[src/include/sys_bus_consts.svh]
`ifndef SYS_BUS_CONSTS_SVH
`define SYS_BUS_CONSTS_SVH

// ============================================================
// address map
// ============================================================

// boot rom spans page 00 up to this offset
`define BOOT_TOP      8'hFF
`define IO_PAGE       8'hFF

// high ram window inside the io page
`define HRAM_LO       8'h80
`define HRAM_HI       8'hFE

// ============================================================
// io register offsets
// ============================================================
`define OFF_TIMER_LO  8'h04
`define OFF_TIMER_HI  8'h07
`define OFF_IF        8'h0F
`define OFF_BOOT      8'h50
`define OFF_TEST      8'h60

// pull-up value seen when nothing drives the bus
`define IDLE_BYTE     8'hFF

`endif

[src/design/sys_bus_pkg.sv]
package sys_bus_pkg;

	// io view of an address
	typedef struct packed {
		logic [7:0] page;
		logic [7:0] offset;
	} gb_addr_fields_s;

	// same 16 bits, flat for range compares
	typedef union packed {
		logic [15:0]     raw;
		gb_addr_fields_s io;
	} gb_addr_u;

	// ============================================================
	// decoded regions
	// ============================================================
	typedef enum logic [2:0] {
		REG_BOOT  = 3'd0,
		REG_HRAM  = 3'd1,
		// ff50 and ff60, held on chip
		REG_IOINT = 3'd2,
		REG_IOEXT = 3'd3,
		REG_EXT   = 3'd4
	} region_e;

endpackage

[src/design/bus_capture.sv]
`timescale 1ns/1ps

module bus_capture import sys_bus_pkg::*; (
	input  logic        clk,
	input  logic        arst_n,
	input  logic        t1,
	input  logic        t2,
	input  logic [15:0] cpu_addr,
	input  logic        cpu_rd,
	input  logic        cpu_wr,
	input  logic [7:0]  cpu_wdata,
	input  logic        ext_rd,
	input  logic        ext_wr,
	output gb_addr_u    cyc_addr,
	output logic        cyc_rd,
	output logic        cyc_wr,
	output logic [7:0]  cyc_wdata,
	output logic        test_mode
);

	logic ext_strobes;
	logic rd_sel;
	logic wr_sel;

	// t1 low with t2 high hands the strobes to the pins
	assign ext_strobes = !t1 && t2;
	assign rd_sel      = ext_strobes ? ext_rd : cpu_rd;
	assign wr_sel      = ext_strobes ? ext_wr : cpu_wr;

	always_ff @(posedge clk or negedge arst_n) begin
		if (!arst_n) begin
			cyc_rd    <= 1'b0;
			cyc_wr    <= 1'b0;
			test_mode <= 1'b0;
		end else begin
			// read and write together counts as no access
			cyc_rd    <= rd_sel && !wr_sel;
			cyc_wr    <= wr_sel && !rd_sel;
			test_mode <= t1 || t2;
		end
	end

	// address and data only matter under a strobe
	always_ff @(posedge clk) begin
		cyc_addr.raw <= cpu_addr;
		cyc_wdata    <= cpu_wdata;
	end

endmodule

[src/design/addr_decode.sv]
`timescale 1ns/1ps
`include "sys_bus_consts.svh"

module addr_decode import sys_bus_pkg::*; (
	input  gb_addr_u cyc_addr,
	input  logic     cyc_rd,
	input  logic     cyc_wr,
	input  logic     test_mode,
	input  logic     boot_off,
	output region_e  region,
	output logic     boot_cs,
	output logic     hram_cs,
	output logic     timer_cs,
	output logic     if_rd,
	output logic     if_wr,
	output logic     ext_cs,
	output logic     boot_we,
	output logic     test_we
);

	logic access;
	logic io_page;
	logic is_timer;
	logic is_if;
	logic is_boot_reg;
	logic is_test_reg;

	assign access  = cyc_rd || cyc_wr;
	assign io_page = cyc_addr.io.page == `IO_PAGE;

	// ============================================================
	// io register hits
	// ============================================================
	assign is_timer    = io_page && cyc_addr.io.offset >= `OFF_TIMER_LO &&
		cyc_addr.io.offset <= `OFF_TIMER_HI;
	assign is_if       = io_page && cyc_addr.io.offset == `OFF_IF;
	assign is_boot_reg = io_page && cyc_addr.io.offset == `OFF_BOOT;
	assign is_test_reg = io_page && cyc_addr.io.offset == `OFF_TEST;

	// ============================================================
	// region
	// ============================================================
	always_comb begin
		if (cyc_addr.raw <= {8'h00, `BOOT_TOP} && !boot_off && !test_mode) begin
			region = REG_BOOT;
		end else if (cyc_addr.raw >= {`IO_PAGE, `HRAM_LO} &&
			cyc_addr.raw <= {`IO_PAGE, `HRAM_HI}) begin
			region = REG_HRAM;
		end else if (is_boot_reg || is_test_reg) begin
			region = REG_IOINT;
		end else if (io_page) begin
			// ffff and the timer land here too
			region = REG_IOEXT;
		end else begin
			region = REG_EXT;
		end
	end

	// selects only while a strobe is up
	assign boot_cs  = access && region == REG_BOOT;
	assign hram_cs  = access && region == REG_HRAM;
	assign ext_cs   = access && (region == REG_EXT || region == REG_IOEXT);
	assign timer_cs = access && is_timer;
	assign if_rd    = cyc_rd && is_if;
	assign if_wr    = cyc_wr && is_if;

	// test bits are locked outside test mode
	assign boot_we  = cyc_wr && is_boot_reg;
	assign test_we  = cyc_wr && is_test_reg && test_mode;

endmodule

[src/design/boot_ctrl.sv]
`timescale 1ns/1ps

module boot_ctrl (
	input  logic       clk,
	input  logic       arst_n,
	input  logic       boot_we,
	input  logic       test_we,
	input  logic [7:0] cyc_wdata,
	output logic       boot_off,
	output logic [1:0] test_bits
);

	logic boot_off_nxt;
	logic [1:0] test_bits_nxt;

	// ============================================================
	// ff50 boot disable
	// ============================================================

	// sticky once set, a zero write leaves it alone
	assign boot_off_nxt = boot_off || (boot_we && cyc_wdata[0]);

	always_ff @(posedge clk or negedge arst_n) begin
		if (!arst_n) begin
			boot_off <= 1'b0;
		end else begin
			boot_off <= boot_off_nxt;
		end
	end

	// ============================================================
	// ff60 factory test bits
	// ============================================================
	always_comb begin
		test_bits_nxt = test_bits;
		if (test_we) begin
			test_bits_nxt = cyc_wdata[1:0];
		end
	end

	always_ff @(posedge clk or negedge arst_n) begin
		if (!arst_n) begin
			test_bits <= 2'b00;
		end else begin
			test_bits <= test_bits_nxt;
		end
	end

endmodule

[src/design/rdata_return.sv]
`timescale 1ns/1ps
`include "sys_bus_consts.svh"

module rdata_return import sys_bus_pkg::*; (
	input  gb_addr_u   cyc_addr,
	input  logic       cyc_rd,
	input  region_e    region,
	input  logic       boot_off,
	input  logic [1:0] test_bits,
	input  logic [7:0] boot_rdata,
	input  logic [7:0] hram_rdata,
	input  logic [7:0] ext_rdata,
	output logic [7:0] cpu_rdata
);

	localparam logic [7:0] IDLE = `IDLE_BYTE;

	logic [7:0] ioint_rdata;

	// unused bits of ff50 and ff60 float high
	always_comb begin
		if (cyc_addr.io.offset == `OFF_BOOT) begin
			ioint_rdata = {IDLE[7:1], boot_off};
		end else begin
			ioint_rdata = {IDLE[7:2], test_bits};
		end
	end

	// ============================================================
	// read mux
	// ============================================================
	always_comb begin
		cpu_rdata = IDLE;
		if (cyc_rd) begin
			case (region)
				REG_BOOT:  cpu_rdata = boot_rdata;
				REG_HRAM:  cpu_rdata = hram_rdata;
				REG_IOINT: cpu_rdata = ioint_rdata;
				REG_IOEXT: cpu_rdata = ext_rdata;
				REG_EXT:   cpu_rdata = ext_rdata;
				default:   cpu_rdata = IDLE;
			endcase
		end
	end

endmodule

[src/design/sys_decode_top.sv]
`timescale 1ns/1ps

module sys_decode_top import sys_bus_pkg::*; (
	input  logic        clk,
	input  logic        arst_n,
	input  logic        t1,
	input  logic        t2,
	input  logic [15:0] cpu_addr,
	input  logic        cpu_rd,
	input  logic        cpu_wr,
	input  logic [7:0]  cpu_wdata,
	input  logic        ext_rd,
	input  logic        ext_wr,
	input  logic [7:0]  boot_rdata,
	input  logic [7:0]  hram_rdata,
	input  logic [7:0]  ext_rdata,
	output logic        boot_cs,
	output logic        hram_cs,
	output logic        timer_cs,
	output logic        if_rd,
	output logic        if_wr,
	output logic        ext_cs,
	output logic [7:0]  cpu_rdata,
	output logic [1:0]  test_bits,
	output logic        boot_off
);

	gb_addr_u   cyc_addr;
	logic       cyc_rd;
	logic       cyc_wr;
	logic [7:0] cyc_wdata;
	logic       test_mode;
	region_e    region;
	logic       boot_we;
	logic       test_we;

	// input side
	bus_capture u_bus_capture (
		.clk, .arst_n, .t1, .t2,
		.cpu_addr, .cpu_rd, .cpu_wr, .cpu_wdata,
		.ext_rd, .ext_wr,
		.cyc_addr, .cyc_rd, .cyc_wr, .cyc_wdata, .test_mode
	);

	addr_decode u_addr_decode (
		.cyc_addr, .cyc_rd, .cyc_wr, .test_mode, .boot_off,
		.region, .boot_cs, .hram_cs, .timer_cs,
		.if_rd, .if_wr, .ext_cs, .boot_we, .test_we
	);

	boot_ctrl u_boot_ctrl (
		.clk, .arst_n, .boot_we, .test_we, .cyc_wdata,
		.boot_off, .test_bits
	);

	// output side
	rdata_return u_rdata_return (
		.cyc_addr, .cyc_rd, .region, .boot_off, .test_bits,
		.boot_rdata, .hram_rdata, .ext_rdata,
		.cpu_rdata
	);

endmodule

[config.mk]
export PLATFORM = sky130hd
export DESIGN_NAME = sys_decode_top
export DESIGN_NICKNAME = d
export VERILOG_FILES = /design/src/design/sys_bus_pkg.sv /design/src/design/bus_capture.sv /design/src/design/addr_decode.sv /design/src/design/boot_ctrl.sv /design/src/design/rdata_return.sv /design/src/design/sys_decode_top.sv
export VERILOG_INCLUDE_DIRS = /design/src /design/src/include
export SDC_FILE = /design/constraint.sdc
export NUM_CORES = 1
export LEC_CHECK = 0
export BUFFER_PORTS_ARGS = -buffer_cell sky130_fd_sc_hd__buf_2
export CORE_MARGIN = 2
export CORE_UTILIZATION = 35
export CTS_BUF_LIST = sky130_fd_sc_hd__clkbuf_4 sky130_fd_sc_hd__clkbuf_8 sky130_fd_sc_hd__clkbuf_16
export DETAILED_ROUTE_END_ITERATION = 7
export GPL_TIMING_DRIVEN = 0
export PLACE_DENSITY = 0.83
export SLEW_MARGIN = 20
export SYNTH_ARGS = -nofsm -noshare
export SYNTH_HDL_FRONTEND = slang
export SYNTH_SLANG_ARGS = --single-unit
[constraint.sdc]
create_clock -name clk -period 5.7 [get_ports clk]
set_input_delay 0.855 -clock clk [delete_from_list [all_inputs] [get_ports clk]]
set_output_delay 0.855 -clock clk [all_outputs]
set_load 0.02 [all_outputs]
==> impl_metrics.json <==
{
  "outcome": "complete, no violations",
  "drcViolationCount": 0,
  "cap_violations": 0,
  "synth_top_family_by_area": "simple AND/OR/NAND/NOR gates",
  "hold_violations": 0,
  "synthSimpleGateAreaFrac": 0.272,
  "synth_ff_type": "dfxtp_1",
  "synthTopCellsByArea": "dfxtp_1 36%, dfrtp_1 15%, a221o_1 4.0%",
  "yosys.area.top_type": "dfxtp_1",
  "routed_wl_um": 2340,
  "fp.dieW_um": 57.7,
  "cts_tree": "built",
  "seq_area_frac_synth": 0.505,
  "synth_compound_area_frac": 0.147,
  "rsz0062_at_grt": "no",
  "dp_hpwl_um": 1980,
  "htreeDepth": 1,
  "grt_max_degree": 15,
  "p_per_area_nw_per_um2": 224,
  "ios": 73,
  "cp-start-kind": "flop",
  "grt_overflow": 0,
  "post_route_cells_drive_above_1_share": 0.494,
  "ant_nets": 0,
  "yosysUniqueCellTypes": 37,
  "cts_resized": 0,
  "place.gp.congestion": 0.751,
  "maxSlewViolCount": 0,
  "drtIter0Drc": 43,
  "post_cts_buffers": 0,
  "synth_common_cells": "18 x dfxtp_1, 7 x nor2_1, 6 x dfrtp_1",
  "avgSynthCellArea_sq_um": 10.5,
  "core_area_sq_um": 2760,
  "first_pass_iters": 4,
  "port_buffers": 66,
  "n_antenna_cell": 0,
  "synth_edf_count": 0,
  "drt-wirelength-per-cell_um": 11.9,
  "endpoint_kind": "output port",
  "fmax_mhz": 305,
  "syn_inst": 96,
  "synth_async_sr_flop_share": 0.250,
  "setup_viol": 0,
  "grt.total_usage": 0.145,
  "worst-setup-path-type": "flop to output port",
  "fin_skew_ns": 0.00241,
  "yosysMostFrequentCell": "dfxtp_1",
  "synth_top_area_frac": 0.356,
  "p_leak_uw": 0.000681,
  "grt_pass1_wl_um": 3760,
  "period_share": 0.576,
  "worstMarginPinSlew_ns": 0.571,
  "worstPathArrival_ns": 2.43,
  "synth_warnings": 0,
  "dieArea_sq_um": 3330,
  "via_count": 991,
  "fp.dieH_um": 57.7,
  "clock_latency_ns": 0.31,
  "cts-root-buf": "clkbuf_4",
  "post-place-ws_ns": 2.74,
  "ir_drop_mv": 0.200,
  "nNetsFinal": 223,
  "grt_pass1_vias": 908,
  "max-clock-path-buffers": 2,
  "fin_setup_tns_ns": 0,
  "synth_mux_area_frac": 0.0334,
  "cts_sinks": 24,
  "crit_fanout": 10,
  "synth_xor_area_frac": 0.00866,
  "synth-seq-cells": 24,
  "cts_buffers": 3,
  "cts.clk_slew.worst_paths_ns": 0.12,
  "synthesis.nets": 152,
  "yosys.area_share.adder": 0,
  "period_minus_slack_ns": 3.28,
  "worst_slack_ns": 2.42,
  "initial_utilization": 0.367,
  "antenna_found_initial": 0,
  "syn2layout_area_growth_pct": 41.2,
  "vias_per_cell": 5.03,
  "worstHoldPathType": "input pin to asynchronous set/reset pin",
  "synth_area_sq_um": 1010,
  "cts_hold_buf": 0,
  "required_ns": 4.85,
  "num_rows": 19,
  "slew_headroom": 0.617
}
per-layer routing:
metal	routed length (um)	vias to the layer above	global-route usage
met5	0	-	0
met4	30	0	0.0598
met3	298	3	0.0402
met2	1140	57	0.261
met1	874	434	0.159
li1	-	497	-
critical path, cell delays in order, from the launching register on:
cell     delay [ns]
dfxtp_1        0.33
or4_4          0.54
nor4_4         0.52
a31o_4         0.20
nor2_2         0.04
a221o_1        0.33
buf_2          0.16
sequential cells by signal, summed over array words and instances (netlist names):
signal / flops
u_boot_ctrl.test_bits: 2
u_bus_capture.cyc_addr: 16
u_bus_capture.cyc_rd: 1
u_boot_ctrl.boot_off: 1
u_bus_capture.cyc_wr: 1
u_bus_capture.test_mode: 1
u_bus_capture.cyc_wdata: 2
per-stage QoR:
step           total power, uW  utilization  cell area [sq um]  cells  hold slack [ns]
3_5_place_dp               224        0.500               1380    193            0.449
3_3_place_gp               222        0.500               1380    193            0.441
5_1_grt                    334        0.518               1430    197            0.339
6_report                   320        0.518               1430    197            0.342
2_1_floorplan              200            -               1010     96            0.440
4_1_cts                    323        0.518               1430    197            0.339
cells in the final DEF (no fill, tap or decap), types with 4 or more instances in the layout:
master    n
a221o_1   4
buf_2    66
dfrtp_1   6
dfxtp_1  18
inv_1     5
nand2_1   5
nor2_1    7
o21ai_0   5
where the power goes:
| group | switching [uW] | internal, uW | leakage [uW] |
|---|---|---|---|
| sequential | 5.48 | 177 | 0.000230 |
| combinational | 17.1 | 20.3 | 0.000424 |
| clock | 46.8 | 53.6 | 0.0000261 |
path summary, 6_finish.rpt:
kind,slack (ns),to,from,cells past startpoint
max,2.42,cpu_rdata[0],u_bus_capture.cyc_addr[10],6
min,0.34,u_bus_capture.test_mode,arst_n,1
max reg2reg,3.82,u_boot_ctrl.test_bits[1],u_bus_capture.cyc_addr[7],5
min reg2reg,0.47,u_boot_ctrl.test_bits[1],u_bus_capture.cyc_wdata[1],1
max in group asynchronous,5.22,u_boot_ctrl.test_bits[1],arst_n,1
min in group clk,0.47,u_boot_ctrl.test_bits[1],u_bus_capture.cyc_wdata[1],1
cell type report:
class | count | area (sq um)
inverter | 5 | 18.8
sequential | 24 | 510
clock buffer | 4 | 47.5
multi-input combinational | 65 | 467
buffer | 2 | 15.0
tap | 31 | 38.8
fill | 276 | 1330
timing repair buffer | 66 | 330
logic make-up (layout without fill, tap and decap cells):
logic type	Yosys count	after routing
flip-flops	24	24
AO/OA/AOI/OAI	18	18
AND/OR/NAND/NOR	43	43
multiplexers	3	3
buffers and inverters	7	77
XOR/XNOR	1	1
No activity file was read; power rests on OpenSTA's default activity.
